File: config.mk
export PLATFORM = sky130hd
export DESIGN_NAME = rob_top
export DESIGN_NICKNAME = d
export VERILOG_FILES = /design/src/rob_pkg.sv /design/src/rob_op_classify.sv /design/src/rob_entry_file.sv /design/src/rob_commit.sv /design/src/rob_top.sv
export VERILOG_INCLUDE_DIRS = /design/src /design/src/include
export SDC_FILE = /design/constraint.sdc
export NUM_CORES = 2
export LEC_CHECK = 0
export ABC_AREA = 0
export BUFFER_PORTS_ARGS = -buffer_cell sky130_fd_sc_hd__buf_2
export CAP_MARGIN = 20
export CORE_MARGIN = 2
export CORE_UTILIZATION = 63
export DETAILED_ROUTE_END_ITERATION = 7
export PLACE_DENSITY_LB_ADDON = 0.1
export SYNTH_ARGS = -nofsm -noshare
export SYNTH_HDL_FRONTEND = slang
export SYNTH_SLANG_ARGS = --single-unit
File: constraint.sdc
create_clock -name clk_in -period 19.5 [get_ports clk_in]
set_clock_uncertainty 0.15 [all_clocks]
set_input_delay 3.9 -clock clk_in [delete_from_list [all_inputs] [get_ports clk_in]]
set_output_delay 3.9 -clock clk_in [all_outputs]
set_load 0.005 [all_outputs]
File: src/include/rob_cfg.svh
// reorder buffer configuration: depth, word widths and instruction size
`ifndef ROB_CFG_SVH
`define ROB_CFG_SVH

// index bits into the entry array
`define ROB_WIDTH 3

// entry count, also the reserved no-dependency query index
`define ROB_SIZE (1 << `ROB_WIDTH)

// data and pc word width
`define XLEN 32

// architectural register number width
`define REG_WIDTH 5

// dispatcher opcode code width
`define OPCODE_WIDTH 7

// byte step from pc to the sequential next pc
`define INSN_BYTES 4

`endif

File: src/rob_pkg.sv
// reorder buffer types: dispatcher opcodes, entry op types and the result word
`include "rob_cfg.svh"

package rob_pkg;

    // opcode codes as already decoded by the dispatcher
    typedef enum logic [`OPCODE_WIDTH-1:0] {
        op_lui = 7'd1,
        op_auipc = 7'd2,
        op_jal = 7'd3,
        op_jalr = 7'd4,
        // branches
        op_beq = 7'd5, op_bne = 7'd6, op_blt = 7'd7,
        op_bge = 7'd8, op_bltu = 7'd9, op_bgeu = 7'd10,
        // loads
        op_lb = 7'd11, op_lh = 7'd12, op_lw = 7'd13,
        op_lbu = 7'd14, op_lhu = 7'd15,
        // stores
        op_sb = 7'd16, op_sh = 7'd17, op_sw = 7'd18,
        // immediate alu
        op_addi = 7'd19, op_slti = 7'd20, op_sltiu = 7'd21,
        op_xori = 7'd22, op_ori = 7'd23, op_andi = 7'd24,
        op_slli = 7'd25, op_srli = 7'd26, op_srai = 7'd27,
        // register alu
        op_add = 7'd28, op_sub = 7'd29, op_sll = 7'd30,
        op_slt = 7'd31, op_sltu = 7'd32, op_xorr = 7'd33,
        op_srl = 7'd34, op_sra = 7'd35, op_orr = 7'd36,
        op_andr = 7'd37
    } opcode_t;

    // what commit has to do with an entry
    typedef enum logic [2:0] {
        type_empty = 3'd0,
        type_register = 3'd1,
        type_branch = 3'd2,
        type_jalr = 3'd3,
        type_store = 3'd4
    } op_type_t;

    // result word, read whole or as the branch outcome
    typedef union packed {
        logic [`XLEN-1:0] value;
        struct packed {
            logic [`XLEN-2:0] pad;
            logic taken;
        } branch;
    } rob_result_u;

endpackage

File: src/rob_op_classify.sv
// opcode classifier: sorts dispatcher opcodes into reorder buffer op types
`include "rob_cfg.svh"

module rob_op_classify (
    input  rob_pkg::opcode_t  opcode,
    output rob_pkg::op_type_t op_type
);

    always_comb begin
        case (opcode)
            // jal already folded into a plain register write
            rob_pkg::op_lui, rob_pkg::op_auipc, rob_pkg::op_jal,
            rob_pkg::op_lb, rob_pkg::op_lh, rob_pkg::op_lw,
            rob_pkg::op_lbu, rob_pkg::op_lhu,
            rob_pkg::op_addi, rob_pkg::op_slti, rob_pkg::op_sltiu,
            rob_pkg::op_xori, rob_pkg::op_ori, rob_pkg::op_andi,
            rob_pkg::op_slli, rob_pkg::op_srli, rob_pkg::op_srai,
            rob_pkg::op_add, rob_pkg::op_sub, rob_pkg::op_sll,
            rob_pkg::op_slt, rob_pkg::op_sltu, rob_pkg::op_xorr,
            rob_pkg::op_srl, rob_pkg::op_sra, rob_pkg::op_orr,
            rob_pkg::op_andr:
                op_type = rob_pkg::type_register;
            rob_pkg::op_beq, rob_pkg::op_bne, rob_pkg::op_blt,
            rob_pkg::op_bge, rob_pkg::op_bltu, rob_pkg::op_bgeu:
                op_type = rob_pkg::type_branch;
            // rd gets pc+4, target fed back to fetch
            rob_pkg::op_jalr:
                op_type = rob_pkg::type_jalr;
            // memory write is done by the load/store buffer
            rob_pkg::op_sb, rob_pkg::op_sh, rob_pkg::op_sw:
                op_type = rob_pkg::type_store;
            default:
                op_type = rob_pkg::type_empty;
        endcase
    end

    // every defined code must land in a real class
    always_comb begin
        if (opcode >= rob_pkg::op_lui && opcode <= rob_pkg::op_andr) begin
            assert (op_type != rob_pkg::type_empty);
        end
    end

endmodule

File: src/rob_entry_file.sv
// reorder buffer entry file: storage, pointers, allocation, completion and queries
`include "rob_cfg.svh"

module rob_entry_file (
    input  logic                    clk_in,
    input  logic                    rst_in,
    input  logic                    rdy_in,
    input  logic                    alloc_en,
    input  rob_pkg::op_type_t       alloc_op_type,
    input  logic [`REG_WIDTH-1:0]   alloc_rd,
    input  logic [`XLEN-1:0]        alloc_pc,
    input  logic [`XLEN-1:0]        alloc_next_pc,
    input  logic                    alloc_predict_taken,
    input  logic                    alloc_ready,
    input  logic [`XLEN-1:0]        alloc_data,
    input  logic                    cdb_rs_en,
    input  logic [`ROB_WIDTH-1:0]   cdb_rs_index,
    input  logic [`XLEN-1:0]        cdb_rs_data,
    input  logic                    cdb_lsb_en,
    input  logic [`ROB_WIDTH-1:0]   cdb_lsb_index,
    input  logic [`XLEN-1:0]        cdb_lsb_data,
    input  logic [`ROB_WIDTH:0]     query_j_index,
    input  logic [`ROB_WIDTH:0]     query_k_index,
    input  logic                    retire_en,
    input  logic                    flush_clear,
    output logic                    query_j_ready,
    output logic [`XLEN-1:0]        query_j_data,
    output logic                    query_k_ready,
    output logic [`XLEN-1:0]        query_k_data,
    output logic                    head_ready,
    output rob_pkg::op_type_t       head_op_type,
    output logic [`REG_WIDTH-1:0]   head_rd,
    output logic [`XLEN-1:0]        head_pc,
    output logic [`XLEN-1:0]        head_next_pc,
    output logic                    head_predict_taken,
    output rob_pkg::rob_result_u    head_result,
    output logic [`ROB_WIDTH-1:0]   head_index,
    output logic [`ROB_WIDTH-1:0]   tail_index,
    output logic                    full
);

    // per-entry state
    logic                 busy [`ROB_SIZE];
    logic                 ready [`ROB_SIZE];
    rob_pkg::op_type_t    op_type [`ROB_SIZE];
    logic [`REG_WIDTH-1:0] rd [`ROB_SIZE];
    logic [`XLEN-1:0]     pc [`ROB_SIZE];
    logic [`XLEN-1:0]     next_pc [`ROB_SIZE];
    logic                 predict_taken [`ROB_SIZE];
    rob_pkg::rob_result_u result [`ROB_SIZE];

    logic [`ROB_WIDTH-1:0] head_ptr;
    logic [`ROB_WIDTH-1:0] tail_ptr;
    logic                  alloc_fire;

    // full when the pointers meet on an occupied slot
    assign full = busy[head_ptr] && (head_ptr == tail_ptr);
    assign alloc_fire = alloc_en && !full && rdy_in && !flush_clear;

    assign head_index = head_ptr;
    assign tail_index = tail_ptr;
    assign head_ready = busy[head_ptr] && ready[head_ptr];
    assign head_op_type = op_type[head_ptr];
    assign head_rd = rd[head_ptr];
    assign head_pc = pc[head_ptr];
    assign head_next_pc = next_pc[head_ptr];
    assign head_predict_taken = predict_taken[head_ptr];
    assign head_result = result[head_ptr];

    // top index bit set means no dependency
    assign query_j_ready = !query_j_index[`ROB_WIDTH] && ready[query_j_index[`ROB_WIDTH-1:0]];
    assign query_j_data = query_j_index[`ROB_WIDTH] ? '0 : result[query_j_index[`ROB_WIDTH-1:0]].value;
    assign query_k_ready = !query_k_index[`ROB_WIDTH] && ready[query_k_index[`ROB_WIDTH-1:0]];
    assign query_k_data = query_k_index[`ROB_WIDTH] ? '0 : result[query_k_index[`ROB_WIDTH-1:0]].value;

    // control: pointers wrap at ROB_SIZE by index overflow
    always_ff @(posedge clk_in) begin
        if (rst_in || (rdy_in && flush_clear)) begin
            head_ptr <= '0;
            tail_ptr <= '0;
            for (int i = 0; i < `ROB_SIZE; i++) begin
                busy[i] <= 1'b0;
                ready[i] <= 1'b0;
            end
        end else if (rdy_in) begin
            if (alloc_fire) begin
                busy[tail_ptr] <= 1'b1;
                ready[tail_ptr] <= alloc_ready;
                tail_ptr <= tail_ptr + 1'b1;
            end
            if (cdb_rs_en) begin
                ready[cdb_rs_index] <= 1'b1;
            end
            // lsb after rs
            if (cdb_lsb_en) begin
                ready[cdb_lsb_index] <= 1'b1;
            end
            if (retire_en) begin
                busy[head_ptr] <= 1'b0;
                ready[head_ptr] <= 1'b0;
                head_ptr <= head_ptr + 1'b1;
            end
        end
    end

    // payload, same write order as the flags
    always_ff @(posedge clk_in) begin
        if (alloc_fire) begin
            op_type[tail_ptr] <= alloc_op_type;
            rd[tail_ptr] <= alloc_rd;
            pc[tail_ptr] <= alloc_pc;
            next_pc[tail_ptr] <= alloc_next_pc;
            predict_taken[tail_ptr] <= alloc_predict_taken;
            result[tail_ptr].value <= alloc_ready ? alloc_data : '0;
        end
        if (rdy_in && cdb_rs_en) begin
            result[cdb_rs_index].value <= cdb_rs_data;
        end
        if (rdy_in && cdb_lsb_en) begin
            result[cdb_lsb_index].value <= cdb_lsb_data;
        end
    end

    // completions only for live entries
    a_cdb_rs_busy: assert property (@(posedge clk_in) disable iff (rst_in)
        cdb_rs_en && rdy_in && !flush_clear |-> busy[cdb_rs_index]);
    a_cdb_lsb_busy: assert property (@(posedge clk_in) disable iff (rst_in)
        cdb_lsb_en && rdy_in && !flush_clear |-> busy[cdb_lsb_index]);
    // commit never retires an unfinished head
    a_retire_ready: assert property (@(posedge clk_in) disable iff (rst_in)
        retire_en |-> head_ready);

endmodule

File: src/rob_commit.sv
// reorder buffer commit unit: in-order retirement pulses and the mispredict flush
`include "rob_cfg.svh"

module rob_commit (
    input  logic                    clk_in,
    input  logic                    rst_in,
    input  logic                    rdy_in,
    input  logic                    head_ready,
    input  rob_pkg::op_type_t       head_op_type,
    input  logic [`REG_WIDTH-1:0]   head_rd,
    input  logic [`XLEN-1:0]        head_pc,
    input  logic [`XLEN-1:0]        head_next_pc,
    input  logic                    head_predict_taken,
    input  rob_pkg::rob_result_u    head_result,
    input  logic [`ROB_WIDTH-1:0]   head_index,
    output logic                    retire_en,
    output logic                    flush_clear,
    output logic                    rf_update_en,
    output logic [`REG_WIDTH-1:0]   rf_update_reg,
    output logic [`ROB_WIDTH-1:0]   rf_update_index,
    output logic [`XLEN-1:0]        rf_update_data,
    output logic                    jalr_feedback_en,
    output logic [`XLEN-1:0]        jalr_feedback_target,
    output logic [`XLEN-1:0]        correct_next_pc,
    output logic                    bp_update_en,
    output logic [`XLEN-1:0]        bp_update_pc,
    output logic                    bp_update_taken,
    output logic                    flush_signal
);

    logic             flush_second;
    logic [`XLEN-1:0] seq_pc;
    logic             mispredict;

    assign seq_pc = head_pc + `INSN_BYTES;
    assign mispredict = head_result.branch.taken != head_predict_taken;

    // nothing retires while flushing or stalled
    assign retire_en = head_ready && !flush_signal && rdy_in;
    // entries cleared only in the first flush cycle
    assign flush_clear = flush_signal && !flush_second;

    // pulses and flush sequencer
    always_ff @(posedge clk_in) begin
        if (rst_in) begin
            rf_update_en <= 1'b0;
            jalr_feedback_en <= 1'b0;
            bp_update_en <= 1'b0;
            flush_signal <= 1'b0;
            flush_second <= 1'b0;
        end else if (rdy_in) begin
            rf_update_en <= 1'b0;
            jalr_feedback_en <= 1'b0;
            bp_update_en <= 1'b0;
            if (flush_signal) begin
                // clear cycle, then one idle cycle
                flush_second <= !flush_second;
                if (flush_second) begin
                    flush_signal <= 1'b0;
                end
            end else if (retire_en) begin
                case (head_op_type)
                    rob_pkg::type_register: rf_update_en <= 1'b1;
                    rob_pkg::type_jalr: begin
                        rf_update_en <= 1'b1;
                        jalr_feedback_en <= 1'b1;
                    end
                    rob_pkg::type_branch: begin
                        bp_update_en <= 1'b1;
                        flush_signal <= mispredict;
                    end
                    // stores retire silently
                    default: ;
                endcase
            end
        end
    end

    // commit payload, only sampled on a retiring edge
    always_ff @(posedge clk_in) begin
        if (retire_en) begin
            rf_update_reg <= head_rd;
            rf_update_index <= head_index;
            // jalr links pc+4, others write their result
            rf_update_data <= (head_op_type == rob_pkg::type_jalr) ? seq_pc : head_result.value;
            jalr_feedback_target <= head_result.value;
            bp_update_pc <= head_pc;
            bp_update_taken <= head_result.branch.taken;
            if (head_op_type == rob_pkg::type_branch && mispredict) begin
                correct_next_pc <= head_result.branch.taken ? head_next_pc : seq_pc;
            end
        end
    end

    // a flush always comes from a committing branch
    a_flush_on_bp: assert property (@(posedge clk_in) disable iff (rst_in)
        $rose(flush_signal) |-> bp_update_en);
    a_rf_bp_excl: assert property (@(posedge clk_in) disable iff (rst_in)
        !(rf_update_en && bp_update_en));

endmodule

File: src/rob_top.sv
// reorder buffer top: classifier, entry file and commit unit
`include "rob_cfg.svh"

module rob_top (
    input  logic                    clk_in,
    input  logic                    rst_in,
    input  logic                    rdy_in,
    // dispatcher
    input  logic                    new_entry_en,
    input  logic [`OPCODE_WIDTH-1:0] new_entry_opcode,
    input  logic [`REG_WIDTH-1:0]   new_entry_rd,
    input  logic [`XLEN-1:0]        new_entry_pc,
    input  logic [`XLEN-1:0]        new_entry_next_pc,
    input  logic                    new_entry_predict_taken,
    input  logic                    already_ready,
    input  logic [`XLEN-1:0]        ready_data,
    // completion buses
    input  logic                    cdb_rs_en,
    input  logic [`ROB_WIDTH-1:0]   cdb_rs_index,
    input  logic [`XLEN-1:0]        cdb_rs_data,
    input  logic                    cdb_lsb_en,
    input  logic [`ROB_WIDTH-1:0]   cdb_lsb_index,
    input  logic [`XLEN-1:0]        cdb_lsb_data,
    // operand lookup
    input  logic [`ROB_WIDTH:0]     query_j_index,
    output logic                    query_j_ready,
    output logic [`XLEN-1:0]        query_j_data,
    input  logic [`ROB_WIDTH:0]     query_k_index,
    output logic                    query_k_ready,
    output logic [`XLEN-1:0]        query_k_data,
    // commit side
    output logic                    rf_update_en,
    output logic [`REG_WIDTH-1:0]   rf_update_reg,
    output logic [`ROB_WIDTH-1:0]   rf_update_index,
    output logic [`XLEN-1:0]        rf_update_data,
    output logic                    jalr_feedback_en,
    output logic [`XLEN-1:0]        jalr_feedback_target,
    output logic [`XLEN-1:0]        correct_next_pc,
    output logic                    bp_update_en,
    output logic [`XLEN-1:0]        bp_update_pc,
    output logic                    bp_update_taken,
    output logic                    flush_signal,
    output logic [`ROB_WIDTH-1:0]   head_index,
    output logic [`ROB_WIDTH-1:0]   tail_index,
    output logic                    full
);

    rob_pkg::op_type_t    alloc_op_type;
    logic                 alloc_en;
    logic                 retire_en;
    logic                 flush_clear;
    logic                 head_ready;
    rob_pkg::op_type_t    head_op_type;
    logic [`REG_WIDTH-1:0] head_rd;
    logic [`XLEN-1:0]     head_pc;
    logic [`XLEN-1:0]     head_next_pc;
    logic                 head_predict_taken;
    rob_pkg::rob_result_u head_result;

    // no allocation in either flush cycle, full is checked in the entry file
    assign alloc_en = new_entry_en && !flush_signal;

    rob_op_classify u_classify (
        .opcode  (rob_pkg::opcode_t'(new_entry_opcode)),
        .op_type (alloc_op_type)
    );

    rob_entry_file u_entries (
        .clk_in, .rst_in, .rdy_in,
        .alloc_en, .alloc_op_type,
        .alloc_rd (new_entry_rd), .alloc_pc (new_entry_pc),
        .alloc_next_pc (new_entry_next_pc),
        .alloc_predict_taken (new_entry_predict_taken),
        .alloc_ready (already_ready), .alloc_data (ready_data),
        .cdb_rs_en, .cdb_rs_index, .cdb_rs_data,
        .cdb_lsb_en, .cdb_lsb_index, .cdb_lsb_data,
        .query_j_index, .query_k_index, .retire_en, .flush_clear,
        .query_j_ready, .query_j_data, .query_k_ready, .query_k_data,
        .head_ready, .head_op_type, .head_rd, .head_pc, .head_next_pc,
        .head_predict_taken, .head_result, .head_index, .tail_index, .full
    );

    rob_commit u_commit (
        .clk_in, .rst_in, .rdy_in,
        .head_ready, .head_op_type, .head_rd, .head_pc, .head_next_pc,
        .head_predict_taken, .head_result, .head_index,
        .retire_en, .flush_clear,
        .rf_update_en, .rf_update_reg, .rf_update_index, .rf_update_data,
        .jalr_feedback_en, .jalr_feedback_target, .correct_next_pc,
        .bp_update_en, .bp_update_pc, .bp_update_taken, .flush_signal
    );

endmodule

Yosys cells after proc, flatten, opt, wreduce, memory -nomap -nowiden

Memories as Yosys holds them, arrays and structs flattened. A register that Yosys moved wholly into a read port is not among the register bits.
Index checks and enable logic that the tools add are counted.

Add/sub/neg operators: 3
Multipliers: 0
Div/mod/pow operators: 0
Order comparisons: 0
Equal/unequal tests: 5
Shifts and indexed selects: 0
Mux-type cells: 74
Bitwise gates (word level): 0
Reductions and logical operators: 33

Operators with widths:

| operator              | number |
|---|---|
| $mux 32               | 5 |
| $mux 3                | 21 |
| $mux 1                | 48 |
| $add 32x3->32 const B | 1 |
| $logic_and 1x1->1     | 15 |
| $reduce_and 2->1      | 4 |
| $add 3x1->3 const B   | 2 |
| $eq 3x2->1 const B    | 2 |
| $logic_not 1->1       | 6 |
| $reduce_or 1->1       | 6 |
| $eq 3x1->1 const B    | 1 |
| $eq 3x3->1            | 1 |
| $reduce_or 2->1       | 1 |
| $logic_or 1x1->1      | 1 |
| $ne 1x1->1            | 1 |

Register bits after elaboration: 143
Bits in latches: 0
RAM bits: 856
ROM bits: 192
Output and inout bits: 214
Logic and storage cells: 137
Memories: 9

Memories:

| name              | words | bits a word | rd ports | clocked after Yosys merged registers in | wr ports | line                  | RTL |
|---|---|---|---|---|---|---|---|
| u_entries.next_pc | 8     | 32          | 1        | 1                                       | 1        | rob_entry_file.sv:48  | `` logic [`XLEN-1:0] next_pc [`ROB_SIZE]; `` |
| u_entries.pc      | 8     | 32          | 1        | 1                                       | 1        | rob_entry_file.sv:47  | `` logic [`XLEN-1:0] pc [`ROB_SIZE]; `` |
| u_entries.result  | 8     | 32          | 3        | 1                                       | 3        | rob_entry_file.sv:50  | `` rob_pkg::rob_result_u result [`ROB_SIZE]; `` |
| (name not given)  | 64    | 3           | 1        | 0                                       | 0        | rob_op_classify.sv:10 | `case (opcode)` |
| u_entries.rd      | 8     | 5           | 1        | 1                                       | 1        | rob_entry_file.sv:46  | `` logic [`REG_WIDTH-1:0] rd [`ROB_SIZE]; `` |
| u_entries.op_type | 8     | 3           | 1        | 1                                       | 1        | rob_entry_file.sv:45  | `` rob_pkg::op_type_t op_type [`ROB_SIZE]; `` |
| 3 more memories   | n/a   | n/a         | n/a      | n/a                                     | n/a      | n/a                   |  |

Logic depth before layout (Yosys ltp)

Depth in word-level cells: 12
Gate-level depth with buffers: 13
Mapped depth without buffers: 7

By module

From an unflattened synthesis, not the netlist that was laid out.

Cell total of the unflattened synthesis: 3322
Area, all modules: 47984.8 um^2

Modules (own cells, without submodules):

| module          | instances | cells an instance | area each (um^2) | sequential area each (um^2) |
|---|---|---|---|---|
| rob_entry_file  | 1         | 2934              | 42224.2          | 25724.7 |
| rob_commit      | 1         | 371               | 5634.2           | 4184.0 |
| rob_op_classify | 1         | 16                | 112.6            | 0.0 |
| rob_top         | 1         | 1                 | 13.8             | 0.0 |

Worst setup path before layout

OpenSTA, ideal clock, no wires.

Path kind: input port to flip-flop
Start point: in rdy_in
End point: reg u_commit.correct_next_pc[0], enable pin
Library setup time: 0.421 ns
Data arrival time: 10.810 ns
Required time: 18.929 ns
Path slack: 8.119 ns
Stages on the path: 5
Buffers on the path: 1
Cell sequence: clkbuf_1 > inv_1 > a211oi_2 > nand3_1 > nor2_1

Longest elaborated chain between the ends: 2

RTL lines:

| item                       | line             | RTL |
|---|---|---|
| start: declaration         | rob_top.sv:7     | `input logic rdy_in,` |
| $logic_and 1x1->1          | rob_commit.sv:39 | `assign retire_en = head_ready && !flush_signal && rdy_in;` |
| $reduce_and 2->1 (no line) | n/a              |  |
| end signal: assignment     | rob_commit.sv:90 | `correct_next_pc <= head_result.branch.taken ? head_next_pc : seq_pc;` |
| end: declaration           | rob_commit.sv:24 | `` output logic [`XLEN-1:0] correct_next_pc, `` |

Every way passes these cells.
A chain may end at the register's enable or synchronous reset.

Worst setup path after layout

Start point: in query_k_index[0]
End point: out query_k_data[5]

Longest elaborated chain between the ends: 2

RTL lines:

| item               | line                 | RTL |
|---|---|---|
| start: declaration | rob_top.sv:28        | `` input logic [`ROB_WIDTH:0] query_k_index, `` |
| $mem_v2 8x32       | n/a                  |  |
| $mux 32            | rob_entry_file.sv:74 | `` assign query_k_data = query_k_index[`ROB_WIDTH] ? '0 : result[query_k_index[`ROB_WIDTH-1:0]].value; `` |
| end: declaration   | rob_top.sv:30        | `` output logic [`XLEN-1:0] query_k_data, `` |

Every way passes these cells.

==> run_results.csv <==
group,metric,value,unit
setup_path,slowest_stage,"buf_4",
final_layout,syn2layout_area_growth,12.2,%
sta,fin_ws,9080,ps
clocking,cts_resized,0,
drt,vias_per_cell,6.96,
setup_path,critPathCaptureType,"primary output",
drt,wl,148000,um
global_routing,gr-total-overflow,0,
sta,setup_viol,0,
clocking,cts_root_buffer,"clkbuf_16",
setup_path,critPathMaxFanout,46,
synthesis,seq_area_frac_synth,61.7,%
die,die_y,281,um
sta,worst_pin_slew,1160,ps
run_status,outcome,"finished with violations",
setup_path,critical-path-top-delay-family,"buffers and inverters",
placement,gp_congestion,0.904,
synthesis,postSynthAreaPerCell,14.2,um^2
setup_path,path_cells,"buf_4 > buf_4 > mux4_2 > mux2i_1 > nor2_1 > buf_2",
drt,first_iter_violations,5559,
synthesis,synthArstFlopShare,0,%
drt,vias,33400,
synthesis,synth_nets,3611,
power_and_ir_drop,p_leak,18.1,nW
global_routing,grt_pass1_wl,213000,um
final_layout,final_cell_mix,"976 x edfxtp_1, 417 x nor2_1, 406 x buf_2",
clocking,cts.sinks,1006,
synthesis,ys_types,65,
global_routing,grt_max_degree,117,
die,ioPinCount,408,
flow_run,cap_violations,0,
setup_path,cp_common_cell,"buf_4",
placement,io_buffers,407,
drt,drc,3,
die,fp.dieW,281,um
clocking,cts_max_path_buffers,3,
placement,dpl_worst_slack,9110,ps
synthesis,yosysWarnings,0,
drt,ant_nets,0,
synthesis,netlist.area_leader.share,60.5,%
drt,wire_per_inst,30.8,um
power_and_ir_drop,powerDensity,88.0,mW/mm^2
final_layout,top_regs,"u_entries.next_pc: 256 flops, u_entries.pc: 256 flops, u_entries.result: 256 flops",
sta,min_period,10420,ps
setup_path,cpPeakStageDelay,860,ps
final_layout,final_common_cell,"edfxtp_1",
die,core,0.0761,mm^2
synthesis,yosysTopAreaCell,"edfxtp_1",
placement,dp_hpwl,89600,um
global_routing,first_global_vias,32000,
global_routing,antenna_found_initial,39,
final_layout,nFillCells,4919,
synthesis,postSynthCellCount,3414,
final_layout,nets,3861,
sta,rsz0062_at_grt,"no",
drt,firstDrtPassIters,8,
die,initial_core_util,63.7,%
min_path,hold_path_class,"reg2reg",
synthesis,synth_flop_cell,"edfxtp_1",
die,die_area,0.0792,mm^2
clocking,clk_pin_slew_worst_paths,60,ps
die,std_cell_rows,101,
run_status,violations,"DRC",
clocking,cts.hold.buffers_added,0,
clocking,post-cts-setup-buffer-count,0,
setup_path,critPathBufInv,3,
setup_path,path_class,"in2out",
setup_path,cp_data_arrival_time,6370,ps
power_and_ir_drop,vdd_drop_max,0.0000862,V
final_layout,drive_gt1_share,27.9,%
synthesis,synth_edf_count,976,
clocking,cts_made_buffers,100,
sta,final_hold_viol_count,0,
sta,finalCritPeriodShare,53.4,%
setup_path,worstPathRequired,15450,ps
synthesis,syn_area,0.0485,mm^2
setup_path,cp-start-kind,"input pin",
synthesis,synthTopCellsByArea,"edfxtp_1 60%, mux4_2 14%, a21oi_1 3.6%",
sta,max_freq,96.0,MHz
sta,setup_tns,0,ps
sta,finalMaxSlewViolations,0,
clocking,cts_tree,"built",
sta,max_slew_margin,22.2,%
global_routing,grt_usage,37.4,%
clocking,h-tree-depth,3,
clocking,clkLatencyLatePin,680,ps
synthesis,synth_seq_cells,1006,
==> final timing paths <==
path	start	end	slack [ps]	cells past startpoint
max	query_k_index[0]	query_k_data[5]	9080	6
min	u_commit.bp_update_en	u_commit.bp_update_en	320	2
max reg2reg	register	u_entries.result[4][10]	14770	7
min reg2reg	u_commit.bp_update_en	u_commit.bp_update_en	320	2
==> power by group <==
part           internal, mW  leakage (nW)  switching (mW)
clock                  1.12          1.64           0.846
combinational         0.146          7.52           0.231
sequential             2.42          8.98          0.0237
==> area by class of cell <==
class / instances / area (um^2) / area share, %
flip-flops and latches: 1006 / 29900 / 55.0
multi-input cells: 2063 / 17100 / 31.5
clock buffers: 112 / 2570 / 4.73
repair buffers: 470 / 2540 / 4.67
well taps: 1030 / 1290 / 2.37
clock inverters: 72 / 773 / 1.42
inverters: 23 / 98.8 / 0.182
diodes: 26 / 65.1 / 0.120
==> layer usage <==
layer	share of wire (%)	vias up	GRT usage, %
li1	-	13700	-
met1	35	16500	50.8
met2	46	2686	57.1
met3	13	525	9.71
met4	5.7	20	18.5
met5	0.088	-	0
==> per-stage QoR <==
step	cell area (um^2)	hold slack (ps)	util [%]	total power, mW	std cells
3_5_place_dp	51000	313	67.0	2.86	4591
5_1_grt	54300	350	71.4	4.90	4795
3_3_place_gp	51000	311	67.0	2.84	4591
2_1_floorplan	48500	302	-	2.71	3414
4_1_cts	54300	324	71.4	4.78	4775
6_report	54400	325	71.5	4.78	4802
==> synthesized netlist by cell type (all sizes together), types with 4 or more instances <==
cell type / n
nand4: 5
a22o: 5
and3: 13
xnor2: 9
nor2: 428
nor2b: 11
nand2b: 13
a31o: 5
or3: 9
mux4: 334
nor3: 11
nand3: 31
a31oi: 6
o31ai: 28
buf: 90
mux2: 71
mux2i: 97
nor4: 11
a22oi: 16
a21oi: 350
xor2: 8
nand2: 292
a211oi: 17
clkbuf: 232
nand3b: 6
dfxtp: 30
and2: 12
o21ai: 215
a32oi: 4
nor3b: 5
a2bb2oi: 11
edfxtp: 976
and4: 11
inv: 23
a221oi: 5
==> worst register-to-register path, cell delays in order (launching register included) <==
cell      delay, ps
dfxtp_4         960
mux4_1          520
mux2i_1         210
o41a_1          440
or3b_2          550
clkinv_2        620
or3_1           210
buf_4           620
==> cell families (layout without fill, tap and decap cells) <==
group / count (synthesis) / count (layout) / synth area share [%]
buf+inv: 345 / 677 / 3.28
mux: 502 / 502 / 19.5
other cells: 0 / 26 / 0
fa+ha+maj: 3 / 3 / 0.0775
xor+xnor: 17 / 17 / 0.307
flops: 1006 / 1006 / 61.7
compound gates: 671 / 671 / 7.58
simple gates: 870 / 870 / 7.59
(Power assumes the default switching activity.)
